### src/source/qsnd_cpu_timing.sv
/*
 * Sound CPU timing
 * Derives the CPU clock enable from clk48, adds one wait tick on opcode
 * fetches above 0x4000, stalls on ROM not ready and generates the
 * periodic interrupt with its M1/IORQ acknowledge.
 */
`timescale 1ns/1ns
`default_nettype none

module qsnd_cpu_timing #(
    parameter int CEN_DIV    = 6,
    parameter int INT_PERIOD = 64
) (
    input  wire       clk48,
    input  wire       rst,
    input  wire       m1_n,
    input  wire       iorq_n,
    input  wire [3:0] addr_hi,
    input  wire       rom_cs,
    input  wire       rom_ok,
    output logic      cen8,
    output logic      cpu_cen,
    output logic      int_n
);

    localparam int DIV_W = CEN_DIV > 1 ? $clog2(CEN_DIV) : 1;
    localparam int INT_W = INT_PERIOD > 1 ? $clog2(INT_PERIOD) : 1;

    logic [DIV_W-1:0] div_cnt;
    logic [INT_W-1:0] tick_cnt;
    logic             idle;
    logic             waited;   // this fetch already paid its wait tick
    logic             tick_wrap;

    assign tick_wrap = tick_cnt == INT_W'(INT_PERIOD - 1);
    assign cpu_cen   = cen8 & ~idle & ~(rom_cs & ~rom_ok);

    always_ff @(posedge clk48 or posedge rst) begin
        if (rst) begin
            div_cnt <= '0;
            cen8    <= 1'b0;
        end else begin
            cen8    <= div_cnt == DIV_W'(CEN_DIV - 1);
            div_cnt <= div_cnt == DIV_W'(CEN_DIV - 1) ? '0 : div_cnt + 1'b1;
        end
    end

    // extra wait state on fetches from 0x4000 up
    always_ff @(posedge clk48 or posedge rst) begin
        if (rst) begin
            idle   <= 1'b0;
            waited <= 1'b0;
        end else begin
            if (m1_n) waited <= 1'b0;
            if (cen8) begin
                if (idle) begin
                    idle   <= 1'b0;
                    waited <= 1'b1;
                end else if (!m1_n && addr_hi >= 4'h4 && !waited) begin
                    idle <= 1'b1;
                end
            end
        end
    end

    always_ff @(posedge clk48 or posedge rst) begin
        if (rst) begin
            tick_cnt <= '0;
            int_n    <= 1'b1;
        end else if (cen8) begin
            tick_cnt <= tick_wrap ? '0 : tick_cnt + 1'b1;
            if (!m1_n && !iorq_n)
                int_n <= 1'b1;   // acknowledge cycle
            else if (tick_wrap)
                int_n <= 1'b0;
        end
    end

endmodule

`default_nettype wire

### config.mk
export PLATFORM = sky130hd
export DESIGN_NAME = qsnd_cpu_timing
export DESIGN_NICKNAME = d
export VERILOG_FILES = /design/src/source/qsnd_cpu_timing.sv
export SDC_FILE = /design/constraint.sdc
export NUM_CORES = 1
export LEC_CHECK = 0
export BUFFER_PORTS_ARGS = -buffer_cell sky130_fd_sc_hd__buf_2
export CAP_MARGIN = 0
export CORE_AREA = 3 3 40 42
export CTS_BUF_LIST = sky130_fd_sc_hd__clkbuf_4 sky130_fd_sc_hd__clkbuf_8 sky130_fd_sc_hd__clkbuf_16
export CTS_CLUSTER_DIAMETER = 60
export CTS_CLUSTER_SIZE = 12
export DETAILED_ROUTE_END_ITERATION = 12
export DIE_AREA = 0 0 43 45
export GPL_ROUTABILITY_DRIVEN = 0
export GPL_TIMING_DRIVEN = 0
export HOLD_SLACK_MARGIN = 0.05
export PLACE_DENSITY_LB_ADDON = 0.2
export RECOVER_POWER = 100
export SETUP_SLACK_MARGIN = 0.15
export SLEW_MARGIN = 20
export SYNTH_ARGS = -nofsm -noshare
export SYNTH_HDL_FRONTEND = slang
export SYNTH_SLANG_ARGS = --single-unit
### constraint.sdc
create_clock -name clk48 -period 1.9 [get_ports clk48]
set_clock_uncertainty 0.2 [all_clocks]
set_input_delay 0.19 -clock clk48 [delete_from_list [all_inputs] [get_ports clk48]]
set_output_delay 0.19 -clock clk48 [all_outputs]
set_load 0.05 [all_outputs]
==> flow_summary.yaml <==
run_status:
  status: "finished, final reports clean"
die:
  ios: 13
  die_area_sq_um: 1940
  rows: 13
  core_area_sq_um: 1280
  die_height_um: 45
  start_util_pct: 46.2
  die_x_um: 43
logic_synthesis:
  yosysMostFrequentCell: "dfrtp_1"
  yosysSeqAreaShare_pct: 55.1
  synth_top_area_share_pct: 50.6
  synth_seq_cells: 13
  synth_area_sq_um: 593
  syn_inst: 57
  syn_nets: 68
  synth_edf_count: 0
  synthArstFlopShare_pct: 100
  syn_avg_cell_area_sq_um: 10.4
  synth_area_leader_cell: "dfrtp_1"
  yosys-top-cells-count: "dfrtp_1, inv_1, nand2_1"
  ys_warn_count: 0
  synth.distinct_cells: 28
  synthFlopType: "dfrtp_1"
  synth_area_leaders: "dfrtp_1, dfstp_2, o21ai_0"
global_routing:
  track_usage_pct: 12.7
  overflow: 0
  grt_pass1_vias: 447
  grt_first_pass_wirelength_um: 1780
  grt_max_degree: 14
  antenna_found_initial: 0
final_layout:
  area_delta_synth_final_pct: 25.5
  num_antenna_cells: 0
  seq_area_sq_um: 327
  layout-drive-gt1-share_pct: 23.4
  nets: 89
  fillCellCount: 114
  final_core_util_pct: 57.9
  multi_input_area_sq_um: 228
  instances_no_fill: 92
sta:
  period_minus_slack_ps: 1650
  rsz0062_at_grt: "false"
  fmax_mhz: 606
  slew_viol_final: 0
  setup_viol: 0
  finalHoldViolations: 0
  setup_tns_ps: 0
  worstMarginPinSlew_ps: 589
  maxSlewHeadroom_pct: 60.9
  min_period_over_period_pct: 86.9
  whs_ps: 263
worst_setup_path:
  cp_top_family: "flip-flops"
  cp_slowest_cell: "dfstp_2"
  r2r_start: "tick_cnt[0]$_DFFE_PP0P_"
  cp-end-kind: "output pin"
  r2r_cells: 4
  cp_data_required_time_ps: 1510
  crit_type: "reg2out"
  arrival_ps: 1260
  path_cells: "clkbuf_1"
  cpPeakStageDelay_ps: 530
  ff2ff_setup_slack_ps: 360
  r2r-end: "tick_cnt[0]$_DFFE_PP0P_"
  worst-path-buf-inv: 1
  worstPathMaxFanout: 2
  cp-start-kind: "register"
min_path:
  holdCritPathClass: "reg2reg"
  hold_end: "div_cnt[1]$_DFF_PP0_"
  hp-start: "div_cnt[2]$_DFF_PP0_"
  min_path_cells: 1
placed_design:
  dpl.hpwl_um: 706
  place_inst: 82
  numPortBuffers: 10
clocking:
  root_buffer: "clkbuf_4"
  h-tree-depth: 1
  clk_path_buf_depth: 2
  cts_tree: "built"
  cts-buffers-inserted: 3
  clkSinkCount: 13
  worstSkewPairLatency_ps: 270
  cts.reportedPaths.clkPinSlew_ps: 70
power:
  vdd_ir_drop_max_uv: 468
  cellLeakagePower_nw: 0.364
  p_per_area_nw_per_um2: 662
  finalPower_w: 0.000493
routing:
  wl_per_cell_um: 11.3
  dr.pass1.iters: 2
  via_per_inst: 4.90
  antenna_left: 0
  drt_iter0_drc: 3
  drt-total-wl_um: 1040
  vias: 451
  drc_errors: 0
run:
  max-cap-violations: 0
==> cell usage in the layout (no fill, tap or decap), drive strengths merged, types with 2 or more instances in the layout <==
master       instances
and3                 2
nand3                3
clkbuf               9
buf                  8
inv                  5
dfrtp               12
nor2                 2
nand2                6
o21ai                5
dlygate4sd3          5
nand2b               2
xnor2                2
nand4                3
==> final cells by class <==
cell class | count | area share, %
buffer | 2 | 2.52
clock buffer | 4 | 4.03
inverter | 5 | 2.52
sequential | 13 | 43.9
multi-input combinational | 37 | 30.6
tap | 15 | 2.52
timing repair buffer | 16 | 13.9
==> sequential cells by signal, indices dropped and copies added (netlist names) <==
register,count
cen8,1
div_cnt,3
idle,1
int_n,1
tick_cnt,6
waited,1
==> routing by layer <==
layer  GRT usage, %  wire length [um]
met1           15.5               497
met3           5.98                57
met2           19.5               472
met5              0                 0
met4           5.42                12
==> kinds of logic (layout without fill, tap and decap cells) <==
| kind of cell | after synthesis | after routing | synth area share, % |
|---|---|---|---|
| buf+inv | 7 | 27 | 5.91 |
| xor+xnor | 2 | 2 | 2.95 |
| mux | 1 | 1 | 1.90 |
| simple gates | 22 | 22 | 20.5 |
| flops | 13 | 13 | 55.1 |
| fa+ha+maj | 1 | 1 | 2.11 |
| compound gates | 11 | 11 | 11.6 |
==> repair_timing <==
action | CTS | global route
resized for setup | 1 | 1
endpoints found under the setup margin | 1 | 1
hold buffers | 5 | 0
buffers inserted | 0 | 1
hold endpoints to repair | 15 | 0
==> through the flow <==
step	setup WS [ps]	cell area, sq um
after floorplan	224	594
after global placement	398	663
after detailed placement	392	663
after CTS	186	746
after global routing	172	744
final	249	744
==> power by group <==
| group | total (W) | switching (W) | internal, W |
|---|---|---|---|
| Clock | 0.000177 | 0.0000816 | 0.0000955 |
| Sequential | 0.000284 | 0.00000278 | 0.000282 |
| Combinational | 0.0000311 | 0.0000160 | 0.0000151 |
==> worst reg2reg max path, delay by kind of cell, from the launching register on <==
kind            cells  cell delay (ps)
compound gates      1              100
fa+ha+maj           1              220
mux                 1              270
flops               1              420
simple gates        1              230
==> worst max-delay path by stage <==
| stage | start | end | slack [ps] | cells past startpoint |
|---|---|---|---|---|
| floorplan | cen8$_DFF_PP0_ | cpu_cen | 220 | 2 |
| global placement | tick_cnt[0]$_DFFE_PP0P_ | tick_cnt[0]$_DFFE_PP0P_ | 400 | 4 |
| detailed placement | tick_cnt[0]$_DFFE_PP0P_ | tick_cnt[0]$_DFFE_PP0P_ | 390 | 4 |
| CTS | cen8$_DFF_PP0_ | cpu_cen | 190 | 3 |
| global route | cen8$_DFF_PP0_ | cpu_cen | 170 | 3 |
| finish | int_n$_DFFE_PP1P_ | int_n | 250 | 1 |
Note: power is estimated with default switching activity, not from simulation.
