==> src/source/qsnd_pkg.sv <==
/*
 * Sound board bus definitions
 * Bus structs for the sound CPU, the main CPU and the shared memory bus,
 * the registered select bundle and the memory-map constants.
 */
`default_nettype none

package qsnd_pkg;

    localparam int ROM_AW = 19;   // 512 kB program ROM
    localparam int RAM_AW = 13;   // 8 kB work RAM
    localparam int BANK_W = 4;

    localparam logic [ROM_AW-1:0] BANK_BASE = 19'h08000;

    // top address nibbles
    localparam logic [3:0] RAM_REGION_A = 4'hc;
    localparam logic [3:0] RAM_REGION_B = 4'hf;
    localparam logic [3:0] REG_REGION   = 4'hd;

    // register offsets in A[2:0]
    localparam logic [2:0] REG_CMD_HI   = 3'd0;
    localparam logic [2:0] REG_CMD_LO   = 3'd1;
    localparam logic [2:0] REG_CMD_ADDR = 3'd2;
    localparam logic [2:0] REG_BANK     = 3'd3;
    localparam logic [2:0] REG_STATUS   = 3'd7;

    typedef struct packed {
        logic [15:0] addr;
        logic [7:0]  dout;
        logic        mreq_n;
        logic        rd_n;
        logic        wr_n;
        logic        m1_n;
        logic        iorq_n;
    } cpu_bus_t;

    typedef struct packed {
        logic [15:0] addr;     // main address bits 16:1
        logic [7:0]  dout;
        logic        ldsw_n;
    } main_bus_t;

    typedef struct packed {
        logic [15:0] addr;
        logic [7:0]  data;
        logic        mreq_n;
        logic        rd_n;
        logic        wr_n;
    } mem_bus_t;

    typedef struct packed {
        logic rom_cs;
        logic ram_cs;
        logic cmd_wr;
        logic bank_wr;
        logic status_rd;
    } mem_sel_t;

endpackage

`default_nettype wire
==> src/source/qsnd_bus_arbiter.sv <==
/*
 * Main CPU bus takeover
 * Passes the bus request to the sound CPU, latches its grant over two
 * enable ticks and switches the shared bus over to the main CPU.
 */
`timescale 1ns/1ns
`default_nettype none

module qsnd_bus_arbiter
    import qsnd_pkg::*;
(
    input  wire       clk48,
    input  wire       rst,
    input  wire       cen8,
    input  wire       cpu_bus_t cpu,
    input  wire       main_bus_t main,
    input  wire       main_buse_n,
    input  wire       busak_n,
    input  wire       rom_cs,
    input  wire       rom_ok,
    output logic      busrq_n,
    output logic      main_busakn,
    output mem_bus_t  bus
);

    logic [1:0] grant;   // two stage grant latch, active low
    logic       hold;

    assign busrq_n     = main_buse_n;
    assign hold        = ~grant[1];
    assign main_busakn = grant[1] | (rom_cs & ~rom_ok);

    always_ff @(posedge clk48 or posedge rst) begin
        if (rst)
            grant <= 2'b11;
        else if (main_buse_n)
            grant <= 2'b11;   // released at once
        else if (cen8)
            grant <= {grant[0], busrq_n | busak_n};
    end

    assign bus.addr   = hold ? main.addr    : cpu.addr;
    assign bus.data   = hold ? main.dout    : cpu.dout;
    assign bus.mreq_n = hold ? ~hold        : cpu.mreq_n;
    assign bus.rd_n   = hold ? ~main.ldsw_n : cpu.rd_n;   // main reads when not writing
    assign bus.wr_n   = hold ? main.ldsw_n  : cpu.wr_n;

endmodule

`default_nettype wire

==> config.mk <==
export PLATFORM = sky130hd
export DESIGN_NAME = qsnd_bus_arbiter
export DESIGN_NICKNAME = d
export VERILOG_FILES = /design/src/source/qsnd_pkg.sv /design/src/source/qsnd_bus_arbiter.sv
export SDC_FILE = /design/constraint.sdc
export NUM_CORES = 1
export LEC_CHECK = 0
export ABC_CLOCK_PERIOD_IN_PS = 4000
export BUFFER_PORTS_ARGS = -buffer_cell sky130_fd_sc_hd__buf_2
export CAP_MARGIN = 25
export CORE_AREA = 2 2 45 47
export DETAILED_ROUTE_END_ITERATION = 8
export DIE_AREA = 0 0 47 49
export PLACE_DENSITY = 0.91
export SYNTH_ARGS = -nofsm -noshare
export SYNTH_HDL_FRONTEND = slang
export SYNTH_SLANG_ARGS = --single-unit
==> constraint.sdc <==
create_clock -name clk48 -period 4 [get_ports clk48]
set_input_delay 1.2 -clock clk48 [delete_from_list [all_inputs] [get_ports clk48]]
set_output_delay 1.2 -clock clk48 [all_outputs]
set_load 0.02 [all_outputs]
==> impl.org <==
** Drt
- After detailed routing, the total wire length is 1790 µm.
- Before antenna repair, the detailed router went through 3 iterations.
- In this run, the number of DRC markers left after iteration 0 of detailed routing was 1.
- In this run the top signal layer used is met3.
- Detailed route wirelength on metal3 :: between 150 and 200 µm
- DR WL/cell :: 11.6 µm
- Routed via count :: 643
- Vias per Instance :: around 4.2
- Met1 Routed Length :: approximately 650 µm
- Number of nets with antenna violations after detailed routing :: 0
- The routed design uses 967 µm of met2 wire.
- Post-detailed-route DRC marker count :: 0

** Clock network
- CTS Sinks :: 2
- Post-CTS timing repair inserted 0 buffers for setup.
- Number of instances resized during post-cts repair :: 0
- The number of hold buffers added after CTS was 0.
- At the later pin of the worst-skew pair, clock insertion delay measures 0.22 ns.
- Clock-pin slew was measured on the worst setup and hold paths at roughly 0.03 ns.
- In this run the number of H-tree levels came out at 1.
- Counting along the longest clock path gives a buffer depth of 2.
- TritonCTS built the clock tree.
- Number of buffers created by CTS :: 3
- Clock tree synthesis selected as its root buffer the cell sky130_fd_sc_hd__clkbuf_4.

** Worst setup path
- Of all nets on the critical path, the largest fanout is 1.
- The worst setup path is launched from a primary input.
- Data on the critical path arrives at its endpoint at around 1.7 ns.
- Critical-path cell list :: buf_2 -> mux2_2 -> buf_2
- Kind of cell adding the most delay to the critical path :: buffers and inverters
- Most numerous cell on the critical path :: sky130_fd_sc_hd__buf_2
- Biggest cell delay along the critical path :: about 0.26 ns
- Kind of end point of the critical path :: output pin
- Buffer and inverter count on the worst path :: 2
- Critical path required time :: approximately 2.8 ns
- The setup path with the least slack is of type primary input to output pin.
- The slowest stage of the critical path belongs to the cell sky130_fd_sc_hd__mux2_2.

** Logic synthesis
- Syn Nets :: around 100
- Summed over all instances, the cell type with the most area after synthesis is sky130_fd_sc_hd__mux2_2.
- The share of the Yosys chip area taken by registers is roughly an eighth.
- In this run, distinct cell masters in the synthesized netlist total 11.
- Synthesis inferred 2 register bits.
- Cell count after synthesis :: between 40 and 50
- Post-synthesis average cell area :: 10.4 µm²
- Ranking of synthesized cells by area :: sky130_fd_sc_hd__mux2_2 (66%), sky130_fd_sc_hd__dfstp_2 (12%), sky130_fd_sc_hd__buf_4 (5.3%)
- During synthesis, Yosys emitted a total of 0 warnings.
- Summed over its instances, the top area cell type makes up 65.8% of the synthesized netlist area.
- Netlist area before placement :: roughly 430 µm²

** STA
- Fmax :: 342 MHz
- The count of final hold-check violations was 0.
- Slew at the pin with the worst max-slew slack :: ~0.58 ns
- On the final layout, the worst hold slack is 0.610 ns.
- Setup-failing EPs final :: 0
- Adding up every negative setup slack in the final design gives 0 ns.
- The number of pins with negative max-slew slack in the final report is 0.
- Worst Clk Skew :: between 0.002 and 0.0025 ns
- Setup repair after global routing missed its margin :: false
- The worst path needs approximately 3 ns of the cycle, external delays included.
- Slew HR :: 61.3%
- Post-route clock period utilization :: ~73%

** Placed design
- Final RePlAce weighted congestion :: just under 0.7
- HPWL reported at the end of detailed placement :: roughly 1600 µm
- IO buf count :: 87

** Layout
- Number of antenna repair diodes :: 0
- The net count of the finished layout is 190.
- Cells with a size suffix above 1 make up about 92% of the layout.
- Combined flip-flop and latch cell area :: between 50 and 60 µm²
- The library cell used most frequently in the layout, excluding fill and tap cells, is sky130_fd_sc_hd__buf_2.
- Once layout is complete, the utilization of the core stands at 48.1%.
- Fill cells in the final layout number around 190.
- Ranked by flip-flop count, first place goes to grant.
- Biggest regs :: grant: 2 flops
- The top cell types in the final layout, fill and taps aside, are sky130_fd_sc_hd__buf_2 (87), sky130_fd_sc_hd__mux2_2 (25), sky130_fd_sc_hd__clkbuf_4 (3).
- In the final layout, the multi-input gates occupy about 330 µm².
- P&R area growth vs syn :: 107%
- The register with the most flip-flops in the layout has 2 of them.

** Floorplan
- The die covers between 2000 and 2500 µm².
- Number of core rows :: 16
- Number of placed I/O pins :: 90
- Measured along the x axis, the die boundary spans between 40 and 50 µm.
- The die is just under 50 µm tall.
- The core region is ~1800 µm².
- Initial Util :: a little under a quarter

** Flow run
- Across the run, the number of max-cap violations was 0.

** Global route
- The first global-routing pass estimated about 2600 µm of wire.
- Entering global routing, the biggest net connects 31 pins.
- Remaining global-route overflow :: 0
- Total routing usage reported by global routing :: ~15%
- Initial antenna violation count :: 0
- Vias in the first global route :: 649

** Pwr
- For this design the ratio of total power to cell area is 211 nW/µm².
- Maximum vdd drop :: roughly 0.00017 V
- Overall power consumption after layout is estimated at 0.187 mW.
- For this design the static power due to leakage is between 0.5 and 0.6 nW.

** Hold path
- Worst min-delay path category :: flop to flop

** Run status
- The flow ran to the end, and the final reports show no timing, DRC or antenna violations.
==> path summary, 6_finish.rpt <==
kind                           from  endpoint  slack (ns)  depth (start not counted)
max in group asynchronous       rst  grant[0]        2.98                          2
setup reg to reg           grant[1]  grant[1]        2.74                          2
hold / removal             grant[0]  grant[1]        0.61                          1
min in group asynchronous       rst  grant[1]        0.99                          2
hold reg to reg            grant[0]  grant[1]        0.61                          1
setup / recovery            cpu[25]   bus[23]        1.08                          3
==> routing by layer <==
metal  global-route usage [%]  vias to the layer above
met5                        0                        -
met4                     6.02                        0
met3                     2.96                        0
met2                     29.2                       40
met1                     14.5                      281
li1                         -                      322
==> cell usage after synthesis (all sizes together) <==
cell,count
a211o,2
a21o,1
and2,1
buf,4
dfstp,2
inv,2
mux2,25
nand2,1
nor2b,2
o21ai,1
==> through the flow <==
step                setup slack, ns  area [µm²]  std cells
floorplan                      1.12         428         41
global placement               1.08         863        151
detailed placement             1.08         863        151
CTS                            1.08         886        154
global route                   1.04         886        154
finish                         1.08         886        154
==> worst register-to-register path, stage by stage (launching register included) <==
cell and delay [ns]:
sky130_fd_sc_hd__dfstp_2 0.90, sky130_fd_sc_hd__nor2b_1 0.20, sky130_fd_sc_hd__a211o_1 0.11
==> cell type report <==
cell class | count | area share (%)
Sequential cell | 2 | 5.93
Tap cell | 27 | 3.81
Multi-Input combinational cell | 33 | 37.7
Clock buffer | 3 | 2.54
Timing Repair Buffer | 87 | 49.2
Inverter | 2 | 0.847
==> where the power goes <==
group	internal (mW)	total [mW]	switching (mW)
registers	0.0229	0.0293	0.00637
logic	0.0580	0.113	0.0549
clock network	0.0331	0.0445	0.0114
total	0.114	0.187	0.0727
==> cell families (layout without fill, tap and decap cells) <==
kind of cell	Yosys count	count (layout)	share of synthesized area (%)
muxes	25	25	65.8
buffers and inverters	6	92	9.65
and+or+nand+nor	4	4	5.26
AOI/OAI and AO/OA	4	4	7.02
DFF	2	2	12.3
Note: power is estimated with default switching activity, not from simulation.
