File: config.mk
export PLATFORM = sky130hd
export DESIGN_NAME = qsnd_dsp_latch
export DESIGN_NICKNAME = d
export VERILOG_FILES = /design/src/source/qsnd_pkg.sv /design/src/source/qsnd_dsp_latch.sv
export SDC_FILE = /design/constraint.sdc
export NUM_CORES = 1
export LEC_CHECK = 0
export BUFFER_PORTS_ARGS = -buffer_cell sky130_fd_sc_hd__buf_2
export CORE_MARGIN = 5
export CORE_UTILIZATION = 39
export CTS_CLUSTER_DIAMETER = 120
export DETAILED_ROUTE_END_ITERATION = 7
export HOLD_SLACK_MARGIN = 0.15
export PLACE_DENSITY = 0.77
export RECOVER_POWER = 25
export SLEW_MARGIN = 20
export SYNTH_ARGS = -nofsm -noshare
export SYNTH_HDL_FRONTEND = slang
export SYNTH_SLANG_ARGS = --single-unit
File: constraint.sdc
create_clock -name clk48 -period 2.3 [get_ports clk48]
set_clock_uncertainty 0.15 [all_clocks]
set_input_delay 0.23 -clock clk48 [delete_from_list [all_inputs] [get_ports clk48]]
set_output_delay 0.23 -clock clk48 [all_outputs]
set_load 0.02 [all_outputs]
File: src/source/qsnd_pkg.sv
/*
 * Sound board bus definitions
 * Bus structs for the sound CPU, the main CPU and the shared memory bus,
 * the registered select bundle and the memory-map constants.
 */
`default_nettype none

package qsnd_pkg;

    localparam int ROM_AW = 19;   // 512 kB program ROM
    localparam int RAM_AW = 13;   // 8 kB work RAM
    localparam int BANK_W = 4;

    localparam logic [ROM_AW-1:0] BANK_BASE = 19'h08000;

    // top address nibbles
    localparam logic [3:0] RAM_REGION_A = 4'hc;
    localparam logic [3:0] RAM_REGION_B = 4'hf;
    localparam logic [3:0] REG_REGION   = 4'hd;

    // register offsets in A[2:0]
    localparam logic [2:0] REG_CMD_HI   = 3'd0;
    localparam logic [2:0] REG_CMD_LO   = 3'd1;
    localparam logic [2:0] REG_CMD_ADDR = 3'd2;
    localparam logic [2:0] REG_BANK     = 3'd3;
    localparam logic [2:0] REG_STATUS   = 3'd7;

    typedef struct packed {
        logic [15:0] addr;
        logic [7:0]  dout;
        logic        mreq_n;
        logic        rd_n;
        logic        wr_n;
        logic        m1_n;
        logic        iorq_n;
    } cpu_bus_t;

    typedef struct packed {
        logic [15:0] addr;     // main address bits 16:1
        logic [7:0]  dout;
        logic        ldsw_n;
    } main_bus_t;

    typedef struct packed {
        logic [15:0] addr;
        logic [7:0]  data;
        logic        mreq_n;
        logic        rd_n;
        logic        wr_n;
    } mem_bus_t;

    typedef struct packed {
        logic rom_cs;
        logic ram_cs;
        logic cmd_wr;
        logic bank_wr;
        logic status_rd;
    } mem_sel_t;

endpackage

`default_nettype wire
File: src/source/qsnd_dsp_latch.sv
/*
 * DSP command latch
 * Collects the three command bytes from the sound CPU, raises the DSP
 * interrupt and presents the command as two parallel words, address
 * first. Also drives the DSP reset from the bank register write.
 */
`timescale 1ns/1ns
`default_nettype none

module qsnd_dsp_latch
    import qsnd_pkg::*;
(
    input  wire           clk48,
    input  wire           rst,
    input  wire mem_bus_t bus,
    input  wire mem_sel_t sel,
    input  wire           dsp_pids_n,
    input  wire           dsp_iack,
    output logic [15:0]   dsp_cmd_word,
    output logic          dsp_irq,
    output logic          dsp_rdy_n,
    output logic          dsp_rst
);

    logic [23:0] cmd;        // {addr, data hi, data lo}
    logic [1:0]  word_sel;
    logic        last_pids_n;
    logic        pids_rise;
    logic        addr_wr;

    assign addr_wr   = sel.cmd_wr && bus.addr[2:0] == REG_CMD_ADDR;
    assign pids_rise = dsp_pids_n && !last_pids_n;
    assign dsp_rdy_n = ~(dsp_irq | dsp_iack);

    always_ff @(posedge clk48) begin
        if (sel.cmd_wr) begin
            case (bus.addr[2:0])
                REG_CMD_HI:   cmd[15:8]  <= bus.data;
                REG_CMD_LO:   cmd[7:0]   <= bus.data;
                REG_CMD_ADDR: cmd[23:16] <= bus.data;
                default: ;
            endcase
        end
    end

    // address word goes out first, data word after the first read strobe
    always_ff @(posedge clk48 or posedge rst) begin
        if (rst) begin
            dsp_irq     <= 1'b0;
            word_sel    <= 2'b00;
            last_pids_n <= 1'b1;
        end else begin
            last_pids_n <= dsp_pids_n;
            if (addr_wr) begin
                dsp_irq  <= 1'b1;
                word_sel <= 2'b11;
            end else if (pids_rise) begin
                dsp_irq  <= 1'b0;
                word_sel <= word_sel >> 1;
            end
        end
    end

    assign dsp_cmd_word = word_sel[1] ? {8'd0, cmd[23:16]} : cmd[15:0];

    always_ff @(posedge clk48 or posedge rst) begin
        if (rst)
            dsp_rst <= 1'b1;
        else if (sel.bank_wr)
            dsp_rst <= ~bus.data[7];   // bit 7 set runs the DSP
    end

endmodule

`default_nettype wire

==> impl_metrics.yaml, run 1 <==
status:
  outcome: "completed"
logic_synthesis:
  synth.largest_area_cell: "edfxtp_1"
  synth_cell_types: 13
  synth_warnings: 0
  synthArstFlopShare_pct: 11.1
  synth_edf_count: 24
  synth_top_family_by_area: "multiplexers"
  yosysSeqAreaShare_pct: 75.7
  netlist_area_um2: 1050
  synthSimpleGateAreaFrac_pct: 9.25
  synth_compound_area_share_pct: 1.19
  syn_area_per_cell_um2: 19.5
  synth_top_area_share_pct: 68.3
  synth.most_common_cell: "edfxtp_1"
  synth-seq-cells: 27
  yosys.area_share.xor_xnor_pct: 0
  synth_fa_ha_area_share_pct: 0
  synthMuxAreaShare_pct: 11.4
  ys.flop_type: "edfxtp_1"
  ys_top_cells_by_area: "edfxtp_1 68%, mux2_4 11%, dfstp_2 5.0%"
  syn_inst: 54
  synthTopCellsByCount: "24 x edfxtp_1, 8 x mux2_4, 8 x nor2b_1"
  synth_nets: 90
routing:
  drt_first_iter_violations: 14
  wl_um: 1910
  drt-vias-per-instance: 4.64
  drc: 0
  ant_nets: 0
  drtPass1Iterations: 3
  wl_per_cell_um: 13.9
  vias: 636
die:
  die_area_um2: 3840
  fp.dieW_um: 62.0
  design.core.area_um2: 2520
  start_util_pct: 41.8
  rows: 18
  ios: 55
  die_height_um: 62.0
cts:
  cts.path.max_buffers: 2
  cts.clk_slew.worst_paths_ps: 130
  cts_tree: "yes"
  h-tree-depth: 1
  cts_root_buf: "clkbuf_4"
  cts_buffers: 3
  insertion_delay_ps: 310
  cts_sinks: 27
place:
  dp_cells: 118
  io_buffer_count: 35
  gp_congestion: 0.645
  placed_area_um2: 1260
timing:
  hold_violations: 0
  rsz0062_at_grt: "false"
  finalWorstPathRequiredPeriod_ps: 2080
  relSlewSlack_pct: 47.9
  tns_ps: 0
  fin_crit_sh_pct: 90.3
  slew_violations: 0
  fmax_ghz: 0.481
  final-setup-viol-count: 0
  worstMarginPinSlew_ps: 781
final_layout:
  final_cells: 137
  finalNetCount: 144
  antenna_cells: 0
  area_growth_pct: 35.2
  drive_gt1_share_pct: 42.1
  stdcell_area_um2: 1430
  fill_cells: 232
worst_setup_path:
  crit_start: "dsp_irq"
  crit_type: "reg -> out"
  end_kind: "output port"
  slowest_delay_ps: 870
  worstPathCellList: "mux2_4 -> buf_2"
  worstSetupStartpointType: "register"
  cp_slowest_cell: "dfrtp_1"
  cp_max_fo: 19
  worstReg2RegStart: "dsp_rst"
  arrival_ps: 1700
  required_ps: 1920
worst_hold_path:
  hold_path.class: "in -> reg"
  min-delay-start: "bus[13]"
global_route:
  first_global_vias: 697
  grt_use_total_pct: 11.0
  grt_pass1_wl_um: 2980
  antenna_found_initial: 0
  grt_remaining_overflow: 0
  grt_max_degree: 20
job:
  drv_cap: 0
power:
  cellPowerDensity_nw_per_um2: 632
  worst_ir_drop_vdd_mv: 0.512
  power.leakage_uw: 0.000571
metal layers:
layer	share of wire, %	up-vias	routed length (µm)	global-route usage (%)
met1	35	301	671	11.1
met3	10	2	190	3.10
met2	54	26	1030	21.0
met4	0.63	0	12	4.55
met5	0	-	0	0
li1	-	307	-	-
timing repair:
item | in CTS | in global routing
buffers inserted | 0 | 0
endpoints found under the setup margin | 0 | 0
gates resized for setup | 0 | 0
hold buffers | 15 | 0
endpoints found under the hold margin | 32 | 0
cell families (layout without fill, tap and decap cells):
| group | Yosys count | after routing |
|---|---|---|
| mux | 8 | 8 |
| flops | 27 | 27 |
| simple gates | 14 | 14 |
| compound gates | 2 | 2 |
| buf+inv | 3 | 56 |
where the power goes:
group / internal [µW] / switching (µW) / leakage [µW]
combinational: 72.1 / 70.1 / 0.000304
clock: 67.6 / 121 / 0.0000150
sequential: 554 / 16.9 / 0.000252
registers in the layout, indices dropped and copies added (netlist names):
name	flops
cmd	24
dsp_rst	1
dsp_irq	1
last_pids_n	1
metrics by stage:
step	hold WS [ps]	total power, µW	setup WS [ps]	util (%)
after floorplan	-168	662	533	-
after global placement	-61.0	703	563	49.9
after detailed placement	-51.6	708	531	49.9
after CTS	238	913	163	56.9
after global routing	249	946	119	56.5
final	254	902	222	56.5
worst max-delay path: cells and delay by family, from the launching register on:
| family | cells | cell delay (ps) |
|---|---|---|
| flops | 1 | 870 |
| mux | 1 | 360 |
| buf+inv | 1 | 160 |
placed cells by master (no fill, tap or decap):
| cell | n |
|---|---|
| buf_2 | 28 |
| nor2_1 | 2 |
| clkbuf_1 | 8 |
| edfxtp_1 | 24 |
| mux2_4 | 8 |
| nand2b_1 | 1 |
| buf_4 | 1 |
| inv_1 | 1 |
| a21o_1 | 1 |
| nor2b_1 | 8 |
| nor4b_2 | 1 |
| dfrtp_1 | 1 |
| dlygate4sd3_1 | 15 |
| dfstp_2 | 2 |
| a21oi_1 | 1 |
| and4bb_2 | 2 |
| clkbuf_4 | 3 |
layout make-up:
cell class / count / area, µm² / area share (%)
clock buffer: 4 / 26.3 / 1.84
inverter: 1 / 3.75 / 0.263
multi-input combinational: 24 / 236 / 16.6
tap: 30 / 37.5 / 2.63
sequential: 27 / 798 / 56.0
timing repair buffer: 51 / 324 / 22.7
worst paths after layout:
kind	slack, ps	depth (start not counted)	to
worst min register to register	540	2	dsp_irq
max in group asynchronous	1070	4	dsp_rst
worst min-delay path	250	3	cmd[11]
worst max-delay path	220	2	dsp_cmd_word[7]
worst max register to register	860	3	dsp_rst
min in group asynchronous	720	4	dsp_irq
(Power assumes the default switching activity.)
==> run 2: changes to the inputs <==
- ABC_AREA: unset -> 1
- PLACE_DENSITY: 0.77 -> 0.76
- SKIP_LAST_GASP: unset -> 1
==> impl_metrics.yaml, run 2 <==
worst_setup_path:
  cp_slowest_cell: "dlygate4sd3_1"
  crit_start: "bus[13]"
  rrSetupSlack_ps: 820
  worstReg2RegStart: "dsp_rst"
  end_kind: "register"
  worstPathCellList: "dlygate4sd3_1 -> buf_2 -> nor2_1 -> dlygate4sd3_1 -> nand2_1 -> dlygate4sd3_1 -> nand2_1"
  worstSetupStartpointType: "input pin"
  required_ps: 2400
  ff2ff_path_depth: 3
  arrival_ps: 2290
  cp_common_cell: "dlygate4sd3_1"
  cp_max_fo: 2
  slowest_delay_ps: 580
  crit_path_end: "dsp_irq"
  crit_type: "in -> reg"
  rr_endpoint: "dsp_rst"
routing:
  ant_nets: 0
  drtPass1Iterations: 4
  vias: 766
  wl_um: 1990
  wl_per_cell_um: 11.4
  drt-vias-per-instance: 4.40
  drt_first_iter_violations: 24
  drc: 0
place:
  gp_congestion: 0.669
  io_buffer_count: 35
  hpwl_um: 1320
  placed_area_um2: 1270
logic_synthesis:
  synth_nets: 124
  yosys.area_share.xor_xnor_pct: 0
  synth_warnings: 0
  synth_top_area_share_pct: 66.4
  synth_fa_ha_area_share_pct: 0
  synthArstFlopShare_pct: 11.1
  ys_top_cells_by_area: "edfxtp_1 66%, inv_1 7.6%, dfstp_2 4.8%"
  synthTopCellsByCount: "24 x edfxtp_1, 22 x inv_1, 14 x nor2_1"
  yosysSeqAreaShare_pct: 73.6
  synth-seq-cells: 27
  synthSimpleGateAreaFrac_pct: 9.69
  ys.flop_type: "edfxtp_1"
  synth_cell_types: 13
  syn_inst: 88
  synth_compound_area_share_pct: 5.19
  synth_edf_count: 24
  synth_top_family_by_area: "buffers and inverters"
  synth.largest_area_cell: "edfxtp_1"
  netlist_area_um2: 1080
  syn_area_per_cell_um2: 12.3
  synth.most_common_cell: "edfxtp_1"
  synthMuxAreaShare_pct: 0
timing:
  relSlewSlack_pct: 51.4
  slew_violations: 0
  worstMarginPinSlew_ps: 726
  fmax_ghz: 0.458
  finalWorstPathRequiredPeriod_ps: 2190
  tns_ps: 0
  final-setup-viol-count: 0
  hold_violations: 0
  fin_crit_sh_pct: 95.0
  rsz0062_at_grt: "false"
  whs_ps: 277
power:
  seqPwrFrac_pct: 61.7
  power.leakage_uw: 0.000662
  p_sw_uw: 224
  p_sw_share_pct: 24.7
  cellPowerDensity_nw_per_um2: 621
  p_int_uw: 683
  totalPowerFinal_uw: 907
  worst_ir_drop_vdd_mv: 0.441
  combPwrFrac_pct: 17.4
  power_frac_clock_pct: 20.8
worst_hold_path:
  hold_path.class: "in -> reg"
  min-delay-start: "sel[2]"
  holdPathStages: 3
final_layout:
  largest_register_ffs: 24
  fill_cells: 249
  registers.top_by_ff_count: "cmd"
  final_common_cell: "buf_2"
  area_growth_pct: 34.6
  finalNetCount: 180
  multi_input_area_um2: 161
  drive_gt1_share_pct: 27.3
  regArea_um2: 798
  antenna_cells: 0
  final_cell_mix: "28 x buf_2, 24 x edfxtp_1, 22 x inv_1"
  stdcell_area_um2: 1460
die:
  die_height_um: 62.7
  die_area_um2: 3940
  fp.dieW_um: 62.7
  design.core.area_um2: 2710
  ios: 55
  rows: 19
  start_util_pct: 40.0
cts:
  cts_buffers: 3
  post_cts_resized: 0
  cts_hold_buffers: 17
  cts_tree: "yes"
  insertion_delay_ps: 300
  cts.clk_slew.worst_paths_ps: 120
  cts.path.max_buffers: 2
  cts_root_buf: "clkbuf_4"
  h-tree-depth: 1
  cts_sinks: 27
  cts_setup_buffers: 0
global_route:
  grt_remaining_overflow: 0
  grt_use_total_pct: 10.7
  first_global_vias: 768
  grt_pass1_wl_um: 3410
  grt_max_degree: 26
  antenna_found_initial: 0
job:
  drv_cap: 0
status:
  outcome: "completed"
run 2: changes by cell type after synthesis, sizes merged:
cell / before / now
a21o: 1 / 0
and4bb: 2 / 0
buf: 2 / 3
inv: 1 / 22
mux2: 8 / 0
nand2: 0 / 12
nand2b: 1 / 0
nand3b: 0 / 1
nor2: 2 / 14
nor2b: 8 / 0
nor4b: 1 / 0
o21ai: 0 / 8
run 2: worst min path at each step:
stage	endpoint	slack, ps
2_1_floorplan	dsp_irq	-170
3_3_place_gp	dsp_irq	-60
3_5_place_dp	dsp_irq	-60
4_1_cts	cmd[15]	240
5_1_grt	cmd[15]	250
6_report	cmd[15]	280
run 2: metrics by stage:
stage / setup WS [ps] / std cells / utilization (%)
floorplan: 812 / 88 / -
global placement: 707 / 153 / 46.9
detailed placement: 689 / 153 / 46.9
CTS: 228 / 174 / 54.2
global route: 95.0 / 174 / 53.9
finish: 114 / 174 / 53.9
run 2: worst max-delay path: cells and delay by family:
kind,cells,cell delay [ps]
AND/OR/NAND/NOR,3,240
buffers and inverters,4,1820
run 2: cell families after synthesis:
| family | after synthesis |
|---|---|
| and+or+nand+nor | 27 |
| DFF | 27 |
| buffers and inverters | 25 |
| AOI/OAI and AO/OA | 9 |
run 2: power by group through the flow:
stage / combinational [µW] / clock, µW / sequential (µW)
final: 158 / 189 / 560
after global routing: 175 / 219 / 562
after global placement: 134 / 0 / 570
after floorplan: 91.2 / 0 / 574
after detailed placement: 137 / 0 / 571
after CTS: 160 / 197 / 560
run 2: final cells by class:
cell class,instances,share of cell area (%)
inverter,22,5.66
tap,31,2.66
clock buffer,3,1.54
clock inverter,1,0.343
multi-input combinational,36,11.1
sequential,27,54.7
timing repair buffer,54,24.1
run 2: routing by layer:
| metal | vias up | share of wire, % | GRT usage, % |
|---|---|---|---|
| met5 | - | 0 | 0 |
| met4 | 0 | 0 | 3.98 |
| met3 | 0 | 8.0 | 3.42 |
| met2 | 27 | 51 | 18.8 |
| met1 | 352 | 41 | 12.0 |
| li1 | 387 | - | - |
==> run 3: changes to the inputs <==
- CELL_PAD_IN_SITES_DETAIL_PLACEMENT: unset -> 0
- CELL_PAD_IN_SITES_GLOBAL_PLACEMENT: unset -> 2
- CORE_UTILIZATION: 39 -> 28
- PLACE_DENSITY: 0.76 -> 0.87
==> impl_metrics.yaml, run 3 (same netlist as run 2, synthesis figures left out) <==
cts:
  insertion_delay_ps: 260
  h-tree-depth: 1
  cts_sinks: 27
  cts_root_buf: "clkbuf_8"
  cts_setup_buffers: 0
  cts_tree: "yes"
  cts.clk_slew.worst_paths_ps: 80
  cts.path.max_buffers: 2
  cts_buffers: 3
routing:
  ant_nets: 0
  drt_first_iter_violations: 11
  drtPass1Iterations: 4
  drt-vias-per-instance: 3.88
  drc: 0
  wl_per_cell_um: 10.0
  vias: 738
  wl_um: 1910
place:
  hpwl_um: 1410
  dp_cells: 171
  gp_congestion: 0.717
  dp_slack_ps: 802
  io_buffer_count: 35
global_route:
  grt_remaining_overflow: 0
  antenna_found_initial: 0
  grt_use_total_pct: 7.57
  grt_max_degree: 21
  first_global_vias: 716
  grt_pass1_wl_um: 3060
timing:
  rsz0062_at_grt: "false"
  tns_ps: 0
  worstMarginPinSlew_ps: 329
  final-setup-viol-count: 0
  hold_violations: 0
  whs_ps: 212
  fin_ws_ps: 179
  relSlewSlack_pct: 78.1
  slew_violations: 0
  fin_crit_sh_pct: 92.2
  finalWorstPathRequiredPeriod_ps: 2120
  fmax_ghz: 0.471
power:
  worst_ir_drop_vdd_mv: 0.239
  cellPowerDensity_nw_per_um2: 649
  power.leakage_uw: 0.000667
die:
  die_area_um2: 5220
  rows: 22
  die_height_um: 72.2
  start_util_pct: 29.2
  fp.dieW_um: 72.2
  ios: 55
  design.core.area_um2: 3720
worst_setup_path:
  path_buf_inv: 4
  cp_slowest_cell: "dlygate4sd3_1"
  worstPathCellList: "dlygate4sd3_1 -> buf_2 -> nor2_1 -> dlygate4sd3_1 -> nand2_1 -> dlygate4sd3_1 -> nand2_1"
  worstReg2RegStart: "dsp_rst"
  cp_max_fo: 2
  rrSetupSlack_ps: 850
  cp_common_cell: "dlygate4sd3_1"
  worstSetupStartpointType: "input pin"
  crit_start: "bus[13]"
  rr_endpoint: "dsp_rst"
  end_kind: "register"
  slowest_delay_ps: 550
  ff2ff_path_depth: 3
  required_ps: 2360
  arrival_ps: 2180
  crit_type: "in -> reg"
  crit_family: "buffers and inverters"
final_layout:
  final_cell_mix: "29 x buf_2, 24 x edfxtp_1, 22 x inv_1"
  registers.top_by_ff_count: "cmd"
  final_common_cell: "buf_2"
  regArea_um2: 798
  multi_input_area_um2: 161
  drive_gt1_share_pct: 28.2
  finalNetCount: 179
  final_cells: 190
  antenna_cells: 0
  fill_cells: 371
  area_growth_pct: 37.1
  largest_register_ffs: 24
worst_hold_path:
  hold_path.class: "in -> async"
status:
  outcome: "completed"
job:
  drv_cap: 0
run 3: routing by layer:
| metal | wire length (µm) | share of wire [%] | up-vias | GRT usage (%) |
|---|---|---|---|---|
| li1 | - | - | 382 | - |
| met1 | 789 | 41 | 324 | 8.64 |
| met2 | 897 | 47 | 28 | 12.8 |
| met3 | 177 | 9.3 | 4 | 1.80 |
| met4 | 42 | 2.2 | 0 | 4.38 |
| met5 | 0 | 0 | - | 0 |
run 3: power breakdown:
part | switching (µW) | leakage (µW) | total (µW) | internal [µW]
Sequential | 8.33 | 0.000252 | 562 | 554
Combinational | 90.2 | 0.000392 | 152 | 62.0
Clock | 128 | 0.0000228 | 251 | 124
run 3: tightest hold or removal path, stage by stage:
cell,delay (ps)
dlygate4sd3_1,530
buf_2,120
inv_1,100
run 3: layout make-up:
class	count	share of cell area, %
flip-flops and latches	27	53.7
repair buffers	53	22.9
multi-input cells	36	10.8
inverters	22	5.55
well taps	48	4.04
clock buffers	4	3.03
run 3: stage by stage:
step	total power (µW)	utilization, %	cell area [µm²]
floorplan	666	-	1080
global placement	706	35.0	1300
detailed placement	709	35.0	1300
CTS	982	40.2	1500
global route	1010	40.0	1490
finish	966	40.0	1490
run 3: timing repair:
action / 4_1_cts / 5_1_grt
endpoints found under the hold margin: 30 / 0
resized for setup: 0 / 0
hold buffers: 15 / 0
run 3: how the worst max path moves through the flow:
stage / to / cells past startpoint
after floorplan: dsp_cmd_word[0] / 2
after global placement: dsp_cmd_word[5] / 4
after detailed placement: dsp_cmd_word[5] / 4
after CTS: dsp_irq / 7
after global routing: dsp_irq / 7
final: dsp_irq / 7
